--- src/decodePkg.sv ---
// Decode stage package with opcodes, operating modes, the micro-op record and the decoded record

package decodePkg;

	// ========================================================================
	// Widths and constants
	// ========================================================================

	// Width of the raw immediate field carried in every micro-op
	localparam int ImmFieldWidth = 20;

	// Widest immediate the decoded record can hold
	localparam int MaxImmWidth = 64;

	// Valid and invalid markers for register fields
	localparam logic VAL = 1'b1;
	localparam logic INV = 1'b0;

	// Architectural register number, register zero stands for no register
	typedef logic [6:0] aregno_t;

	// ========================================================================
	// Opcodes
	// ========================================================================

	// The encodings leave gaps on purpose, every unlisted code is illegal
	typedef enum logic [6:0] {
		OP_NOP     = 7'h00,
		// ALU with immediate
		OP_ADDI    = 7'h04,
		OP_SUBFI   = 7'h05,
		OP_CMPI    = 7'h06,
		OP_CMPUI   = 7'h07,
		OP_ANDI    = 7'h08,
		OP_ORI     = 7'h09,
		OP_XORI    = 7'h0A,
		OP_MULI    = 7'h0C,
		OP_MULUI   = 7'h0D,
		OP_DIVI    = 7'h0E,
		OP_DIVUI   = 7'h0F,
		OP_SHIFT   = 7'h10,
		// Floating point, one opcode per precision
		OP_FLTH    = 7'h18,
		OP_FLTS    = 7'h19,
		OP_FLTD    = 7'h1A,
		OP_FLTQ    = 7'h1B,
		// System and flow control
		OP_CSR     = 7'h20,
		OP_BSR     = 7'h24,
		OP_JSR     = 7'h25,
		// Loads, the Z forms zero-extend the loaded value
		OP_LDB     = 7'h40,
		OP_LDBZ    = 7'h41,
		OP_LDW     = 7'h42,
		OP_LDWZ    = 7'h43,
		OP_LDT     = 7'h44,
		OP_LDTZ    = 7'h45,
		OP_LOAD    = 7'h46,
		OP_LOADA   = 7'h47,
		OP_LDV     = 7'h48,
		// Stores
		OP_STB     = 7'h50,
		OP_STW     = 7'h51,
		OP_STORE   = 7'h52,
		// Atomic memory operations
		OP_AMO     = 7'h60,
		OP_CMPSWAP = 7'h61
	} opcode_t;

	// Operating modes in rising order of privilege
	typedef enum logic [1:0] {
		OM_USER       = 2'd0,
		OM_SUPERVISOR = 2'd1,
		OM_HYPERVISOR = 2'd2,
		OM_MACHINE    = 2'd3
	} operating_mode_t;

	// ========================================================================
	// Records
	// ========================================================================

	// Fixed-format micro-op, 48 bits; for OP_CSR imm[19:18] is the CSR privilege
	typedef struct packed {
		opcode_t                  opcode;
		aregno_t                  Rd;
		aregno_t                  Rs1;
		aregno_t                  Rs2;
		logic [ImmFieldWidth-1:0] imm;
	} micro_op_t;

	// Decoded record, imm sized for the widest data path
	typedef struct packed {
		opcode_t                opcode;
		aregno_t                Rd;
		logic                   Rdv;
		aregno_t                Rs1;
		logic                   Rs1v;
		aregno_t                Rs2;
		logic                   Rs2v;
		logic [MaxImmWidth-1:0] imm;
		logic                   exc;
	} decoded_t;

endpackage
--- src/decodeStage.sv ---
// Decode stage top level that joins the field decoders and registers the decoded record

`timescale 1ns/1ps

module decodeStage
	import decodePkg::*;
#(
	parameter int DataWidth = 64
)
(
	input  logic            clk,
	input  logic            rstN,
	input  logic            inVld,
	input  logic            stall,
	input  operating_mode_t om,
	input  micro_op_t       instr,
	output logic            outVld,
	output decoded_t        dec
);

	// The decoded record has room for at most this many immediate bits
	if (DataWidth > MaxImmWidth)
	begin : gWidthCheck
		$error("decodeStage: DataWidth %0d exceeds %0d", DataWidth, MaxImmWidth);
	end

	// Combinational decoder results
	aregno_t              rd;
	logic                 rdv;
	logic                 exc;
	aregno_t              rs1;
	aregno_t              rs2;
	logic                 rs1v;
	logic                 rs2v;
	logic [DataWidth-1:0] immW;
	decoded_t             decNext;

	// ========================================================================
	// Field decoders
	// ========================================================================

	// Only the destination decoder needs the mode, for CSR privilege checks
	decodeDest destDec (
		.om    (om),
		.instr (instr),
		.Rd    (rd),
		.Rdv   (rdv),
		.exc   (exc)
	);

	decodeSrc srcDec (
		.instr (instr),
		.Rs1   (rs1),
		.Rs2   (rs2),
		.Rs1v  (rs1v),
		.Rs2v  (rs2v)
	);

	decodeImm #(
		.DataWidth (DataWidth)
	) immDec (
		.instr (instr),
		.imm   (immW)
	);

	// Gather the fields, upper immediate bits above DataWidth stay zero
	always_comb
	begin
		decNext = '0;
		decNext.opcode = instr.opcode;
		decNext.Rd = rd;
		decNext.Rdv = rdv;
		decNext.Rs1 = rs1;
		decNext.Rs1v = rs1v;
		decNext.Rs2 = rs2;
		decNext.Rs2v = rs2v;
		decNext.imm[DataWidth-1:0] = immW;
		decNext.exc = exc;
	end

	// ========================================================================
	// Output register
	// ========================================================================

	// Stall freezes everything, a bubble only drops the valid level
	always_ff @(posedge clk)
	begin
		if (!rstN)
		begin
			outVld <= 1'b0;
			dec <= '0;
		end
		else if (!stall)
		begin
			outVld <= inVld;
			if (inVld)
				dec <= decNext;
		end
	end

	// Upstream relies on a stalled output holding its item untouched
	assert property (@(posedge clk) rstN && stall |=> $stable(dec) && $stable(outVld))
		else $error("decodeStage: output changed during stall");

	assert property (@(posedge clk) !rstN |=> !outVld)
		else $error("decodeStage: outVld high after reset");

endmodule

--- src/decodeImm.sv ---
// Immediate extractor that sign- or zero-extends the micro-op field to the data width

`timescale 1ns/1ps

module decodeImm
	import decodePkg::*;
#(
	parameter int DataWidth = 64
)
(
	input  micro_op_t              instr,
	output logic [DataWidth-1:0]   imm
);

	// The full raw field must fit, narrower paths would drop immediate bits
	if (DataWidth < ImmFieldWidth)
	begin : gWidthCheck
		$error("decodeImm: DataWidth %0d is below the %0d-bit field", DataWidth,
			ImmFieldWidth);
	end

	// Both extensions of the raw field, picked below by opcode
	logic [DataWidth-1:0] immSext;
	logic [DataWidth-1:0] immZext;
	logic [DataWidth-1:0] shiftAmt;

	assign immSext = DataWidth'(signed'(instr.imm));
	assign immZext = DataWidth'(instr.imm);
	// Shift amounts only ever use the low seven bits
	assign shiftAmt = DataWidth'(instr.imm[6:0]);

	// ========================================================================
	// Extension select
	// ========================================================================

	always_comb
	begin
		case (instr.opcode)
		// Logical and unsigned ops treat the field as unsigned
		OP_ANDI, OP_ORI, OP_XORI, OP_CMPUI, OP_MULUI, OP_DIVUI, OP_CSR:
			imm = immZext;
		OP_SHIFT:
			imm = shiftAmt;
		OP_ADDI, OP_SUBFI, OP_CMPI, OP_MULI, OP_DIVI,
		OP_FLTH, OP_FLTS, OP_FLTD, OP_FLTQ,
		OP_BSR, OP_JSR,
		OP_LDB, OP_LDBZ, OP_LDW, OP_LDWZ, OP_LDT, OP_LDTZ,
		OP_LOAD, OP_LOADA, OP_LDV,
		OP_STB, OP_STW, OP_STORE,
		OP_AMO, OP_CMPSWAP:
			imm = immSext;
		// NOP and illegal codes carry no immediate
		default:
			imm = '0;
		endcase
	end

endmodule

--- src/decodeSrc.sv ---
// Source register decoder for the two read ports of a micro-op

`timescale 1ns/1ps

module decodeSrc
	import decodePkg::*;
(
	input  micro_op_t instr,
	output aregno_t   Rs1,
	output aregno_t   Rs2,
	output logic      Rs1v,
	output logic      Rs2v
);

	// Unread sources report register zero so the rename stage skips them

	// ========================================================================
	// First source
	// ========================================================================

	// Everything that takes a base or an operand reads Rs1
	always_comb
	begin
		case (instr.opcode)
		OP_ADDI, OP_SUBFI, OP_CMPI, OP_CMPUI, OP_ANDI, OP_ORI, OP_XORI,
		OP_MULI, OP_MULUI, OP_DIVI, OP_DIVUI, OP_SHIFT,
		OP_FLTH, OP_FLTS, OP_FLTD, OP_FLTQ,
		OP_JSR,
		OP_LDB, OP_LDBZ, OP_LDW, OP_LDWZ, OP_LDT, OP_LDTZ,
		OP_LOAD, OP_LOADA, OP_LDV,
		OP_STB, OP_STW, OP_STORE,
		OP_AMO, OP_CMPSWAP:
		begin
			Rs1 = instr.Rs1;
			Rs1v = VAL;
		end
		// CSR and BSR take only the immediate
		default:
		begin
			Rs1 = '0;
			Rs1v = INV;
		end
		endcase
	end

	// ========================================================================
	// Second source
	// ========================================================================

	// Rs2 is the second float operand, the store data or the atomic operand
	always_comb
	begin
		case (instr.opcode)
		OP_FLTH, OP_FLTS, OP_FLTD, OP_FLTQ,
		OP_STB, OP_STW, OP_STORE,
		OP_AMO, OP_CMPSWAP:
		begin
			Rs2 = instr.Rs2;
			Rs2v = VAL;
		end
		default:
		begin
			Rs2 = '0;
			Rs2v = INV;
		end
		endcase
	end

	// Neither port may name a register it does not read
	always_comb
	begin
		if (Rs1v == INV)
			assert (Rs1 == '0) else $error("decodeSrc: Rs1 %0h while invalid", Rs1);
		if (Rs2v == INV)
			assert (Rs2 == '0) else $error("decodeSrc: Rs2 %0h while invalid", Rs2);
	end

endmodule

--- src/decodeDest.sv ---
// Destination register decoder that also flags illegal opcodes and CSR privilege faults

`timescale 1ns/1ps

module decodeDest
	import decodePkg::*;
(
	input  operating_mode_t om,
	input  micro_op_t       instr,
	output aregno_t         Rd,
	output logic            Rdv,
	output logic            exc
);

	// Privilege level required by a CSR access, top two bits of the immediate
	logic [1:0] csrPriv;

	assign csrPriv = instr.imm[ImmFieldWidth-1 -: 2];

	// ========================================================================
	// Destination and exception decode
	// ========================================================================

	always_comb
	begin
		// Default covers stores, NOP and anything not listed
		Rd = '0;
		Rdv = INV;
		exc = 1'b0;
		case (instr.opcode)
		OP_ADDI, OP_SUBFI, OP_CMPI, OP_CMPUI, OP_ANDI, OP_ORI, OP_XORI,
		OP_MULI, OP_MULUI, OP_DIVI, OP_DIVUI, OP_SHIFT,
		OP_FLTH, OP_FLTS, OP_FLTD, OP_FLTQ,
		OP_BSR, OP_JSR,
		OP_LDB, OP_LDBZ, OP_LDW, OP_LDWZ, OP_LDT, OP_LDTZ,
		OP_LOAD, OP_LOADA, OP_LDV,
		OP_AMO, OP_CMPSWAP:
		begin
			Rd = instr.Rd;
			Rdv = VAL;
		end
		OP_CSR:
		begin
			// A CSR read still names its target, the fault travels with it
			Rd = instr.Rd;
			Rdv = VAL;
			exc = (csrPriv > 2'(om));
		end
		// Stores and NOP write nothing and are legal
		OP_STB, OP_STW, OP_STORE, OP_NOP:
		begin
			Rd = '0;
			Rdv = INV;
		end
		default:
			exc = 1'b1;
		endcase
	end

	// A register that is not written must read as register zero downstream
	always_comb
	begin
		if (Rdv == INV)
			assert (Rd == '0)
				else $error("decodeDest: Rd %0h reported while Rdv is invalid", Rd);
	end

endmodule

--- config.mk ---
export PLATFORM = sky130hd
export DESIGN_NAME = decodeStage
export DESIGN_NICKNAME = d
export VERILOG_FILES = /design/src/decodePkg.sv /design/src/decodeStage.sv /design/src/decodeImm.sv /design/src/decodeSrc.sv /design/src/decodeDest.sv
export SDC_FILE = /design/constraint.sdc
export NUM_CORES = 1
export LEC_CHECK = 0
export CORE_ASPECT_RATIO = 1.75
export CORE_MARGIN = 10
export CORE_UTILIZATION = 68
export CTS_CLUSTER_DIAMETER = 50
export CTS_CLUSTER_SIZE = 16
export DETAILED_ROUTE_END_ITERATION = 8
export DONT_BUFFER_PORTS = 1
export GPL_ROUTABILITY_DRIVEN = 0
export PLACE_DENSITY = 0.9
export SKIP_LAST_GASP = 1
export SLEW_MARGIN = 20
export SYNTH_ARGS = -nofsm -noshare
export SYNTH_HDL_FRONTEND = slang
export SYNTH_SLANG_ARGS = --single-unit
--- constraint.sdc ---
create_clock -name clk -period 2.9 [get_ports clk]
set_input_delay 0.435 -clock clk [delete_from_list [all_inputs] [get_ports clk]]
set_output_delay 0.435 -clock clk [all_outputs]
set_load 0.05 [all_outputs]
# Word-level counts from Yosys, hierarchy flattened
# Index checks and enable logic that the tools add are counted.
[word_totals]
register_bits = 97
input_bits = 54
output_inout_bits = 97
wordCells = 61
[classes]
order_cmp = 1
eq_ne = 33
mux = 8
bitwise_logic = 1
reduce_logical = 8
[ops]
columns = ["op", "n"]
rows = [
  ["case mux 64 bit (3 select lines)", 1],
  ["equality test 7 bit (second input constant)", 14],
  ["equality test 7 x 4 -> 1 bit (second input constant)", 7],
  ["equality test 7 x 5 -> 1 bit (second input constant)", 5],
  ["OR reduction 33 bit", 1],
  ["OR reduction 31 bit", 1],
  ["OR reduction 30 bit", 1],
  ["equality test 7 x 3 -> 1 bit (second input constant)", 4],
  ["OR reduction 25 bit", 1],
  ["equality test 7 x 6 -> 1 bit (second input constant)", 3],
  ["2-to-1 mux 7 bit", 3],
  ["OR reduction 9 bit", 1],
  ["zero test 7 bit", 1],
  ["OR reduction 7 bit", 1],
  ["2-to-1 mux 1 bit", 3],
  ["greater-than comparator 2 bit", 1],
  ["case mux 1 bit (2 select lines)", 1],
  ["AND reduction 2 bit", 1],
  ["NOT 1 bit", 1],
]

# Longest topological paths before layout
[logic_depth]
depth_word = 3
ltp_mapped = 7

# Modules after synthesis
# A second synthesis with hierarchy kept.
[unflattened]
cells_unflattened = 607
hier_area_um2 = 5320.1
[by_module_without_submodules]
columns = ["mod", "instances", "cells_per_inst", "area_each_um2", "seq_area_each_um2"]
rows = [
  ["decodeStage", 1, 420, 3849.9, 1941.9],
  ["decodeImm", 1, 106, 869.6, 0.0],
  ["decodeDest", 1, 41, 300.3, 0.0],
  ["decodeSrc", 1, 40, 300.3, 0.0],
]

# Worst setup path before layout
# No wires, ideal clock.
[synth_path]
kind = "register to output"
startpoint = "reg, netlist name dec[63]"
endpoint = "out dec[22] (netlist name)"
arrival_time_ps = 1678
t_required_ps = 2465
path_slack_ps = 787
path_stages_with_launch = 2
path_buffers = 1
path_cell_list = "dfxtp_1 -> buf_4"
[synth_lines]
columns = ["item", "line", "rtl"]
rows = [
  ["end: declaration", "decodeStage.sv:18", "output decoded_t dec"],
]

==> out/qor.csv <==
metric,value,unit
status,finished clean,
Setup CP Type,reg -> out,
Routed met3 length,775,um
Vias,2044,
die area,7100,um2
clock share of power,0.330,
Worst-Skew Late Latency,300,ps
Slew @ Worst Pin,893,ps
M1 WL,2.17,mm
n_diodes,0,
Starting Density,0.705,
Lkg Pwr,0.885,nW
number of global-route vias before repair,2015,
clock input transition at the sequential cells of the worst setup and hold paths,90,ps
Post-synth top flop,dfxtp_1,
R2R depth,3,
Slew Limit Fails,0,
grt total ovfl,0,
RSZ-0062 raised after global routing,false,
Syn Inst Count,321,
CP arrival,1890,ps
Setup crit start,dec[63],
via/cell ratio,6.47,
Top Ports,151,
floorplan row count,30,
GRT Overall Usage,0.193,
"setup slack, reg-to-reg",1650,ps
met2 wire length,3.98,mm
"EDFF count, synth",0,
Switching Power,446,uW
Resized cells post-CTS,0,
final hold vios,0,
clk root buf,clkbuf_8,
ANT nets after route,0,
CTS tree,done,
highest routed layer,met4,
wire length per cell,22.3,um
die width,68.1,um
Mapped Area,2750,um2
1st-iter DRT viols,101,
largest net degree at the start of global routing,39,
Layout Nets,323,
Internal,1.06,mW
TritonCTS Buffers,5,
Final Power,1.50,mW
Switching Fraction,0.296,
async set or reset register ratio after synthesis,0,
CORE AREA,3900,um2
cell area power density,578,nW/um2
first-pass GRT wire length,10.8,mm
PortBufs,0,
final period utilization,0.802,
"most common cell after layout, fill and taps aside",dfxtp_1,
Clock Sink Count,54,
DRT Pass-1 Iters,4,
Post-DP HPWL,5.45,mm
area grow syn2layout,-5.41,%
Post-route DRC,0,
CP required,2470,ps
Comb power frac,0.108,
initial antenna violation count,0,
Fillers,353,
drt total wl,7.04,mm
sequential element share of the synthesized area,0.393,
crit path time final,2330,ps
Reg-to-Reg Start,dec[63],
"commonest cells after routing, fill and taps aside","53 x dfxtp_1, 43 x nand2_1, 24 x nand3_1, 15 x nor2b_1",
crit path launch type,register,
clock skew,0,ps
"FF+latch count, synth",54,
H-Tree Depth,2,
postcts setup bufs,0,
share of cells above drive strength 1,0.0896,
r2r endpoint,dec[63],
synth warn,0,
max cap viols,0,
Worst VDD drop,492,uV
worst setup path end,dec[62],
count of final setup violators,0,
syn avg cell area,8.58,um2
Syn Nets,377,
CTS Hold Bufs,0,
HP Class,in -> reg,
CTS max path bufs,2,
Flop pwr share,0.562,
crit end category,output pin,
fmax,430,MHz
Rel. slew slack,0.405,
Crit Path Max Fanout,17,
setup total negative slack,0,ps
DIE HEIGHT,104,um
Netlist cell types,45,
==> how the worst min path moves through the flow <==
stage / from / end / slack, ps / cells past startpoint
3_3_place_gp: instr[18] / dec[19] / 570 / 2
4_1_cts: instr[7] / dec[8] / 240 / 2
6_report: instr[15] / dec[16] / 250 / 2
5_1_grt: instr[8] / dec[9] / 240 / 2
3_5_place_dp: instr[9] / dec[10] / 580 / 2
2_1_floorplan: instr[9] / dec[10] / 570 / 2
==> worst max-delay path, cell delays in order (launching register included) <==
cell and delay (ps):
dfxtp_4 360, buf_12 590, buf_12 590
==> metal layers <==
| layer | global-route usage | up-vias |
|---|---|---|
| met5 | 0 | - |
| met4 | 0.0535 | 0 |
| met3 | 0.0766 | 7 |
| met2 | 0.356 | 99 |
| met1 | 0.183 | 962 |
| li1 | - | 976 |
==> final cells by class <==
cell class	instances	area (um2)	share of cell area
clock buffers	7	108	0.0413
clock inverters	1	8.76	0.00336
inverters	3	11.3	0.00432
multi-input cells	197	1220	0.469
flip-flops and latches	54	1080	0.416
well taps	48	60.1	0.0231
repair buffers	6	110	0.0423
==> registers in the layout, indices dropped and copies added, names as in the netlist <==
register,cells
dec,53
outVld,1
==> synthesized netlist by cell type, drive strengths merged, types with 3 or more instances <==
library cell  count  area [um2]
a21boi           10        78.8
nand2            43         161
nand4             4        31.3
a32o             14         140
and2              3        18.8
nand3            25         130
inv               3        11.3
nor3              7        40.0
nor2b            15        93.8
nor2              8        30.0
a22oi             7        52.6
nand2b            9        56.3
buf              53         387
clkbuf           14        52.6
dfxtp            54        1080
o211ai            7        52.6
o21ai            24         124
==> kinds of logic (layout without fill, tap and decap cells) <==
kind of cell / after synthesis / in the layout / synth area share
AO/OA/AOI/OAI: 69 / 69 / 0.189
multiplexers: 2 / 2 / 0.00727
AND/OR/NAND/NOR: 124 / 124 / 0.239
buffers and inverters: 70 / 17 / 0.164
flip-flops: 54 / 54 / 0.393
adder cells (fa/ha/maj): 2 / 2 / 0.00909
==> power groups by stage <==
stage,clock [mW],combinational (mW),sequential [mW]
floorplan,0,0.171,0.861
global placement,0,0.159,0.863
detailed placement,0,0.164,0.864
CTS,0.511,0.164,0.847
global route,0.539,0.180,0.848
finish,0.496,0.163,0.845
==> metrics by stage <==
step	hold slack, ps	area (um2)	setup WS, ps	std cells	util
global route	236	2610	489	316	0.667
floorplan	568	2750	787	321	-
detailed placement	576	2490	800	308	0.638
CTS	243	2610	559	316	0.667
global placement	569	2490	908	308	0.638
finish	250	2610	574	316	0.667
Power figures use the tool's default switching activity.
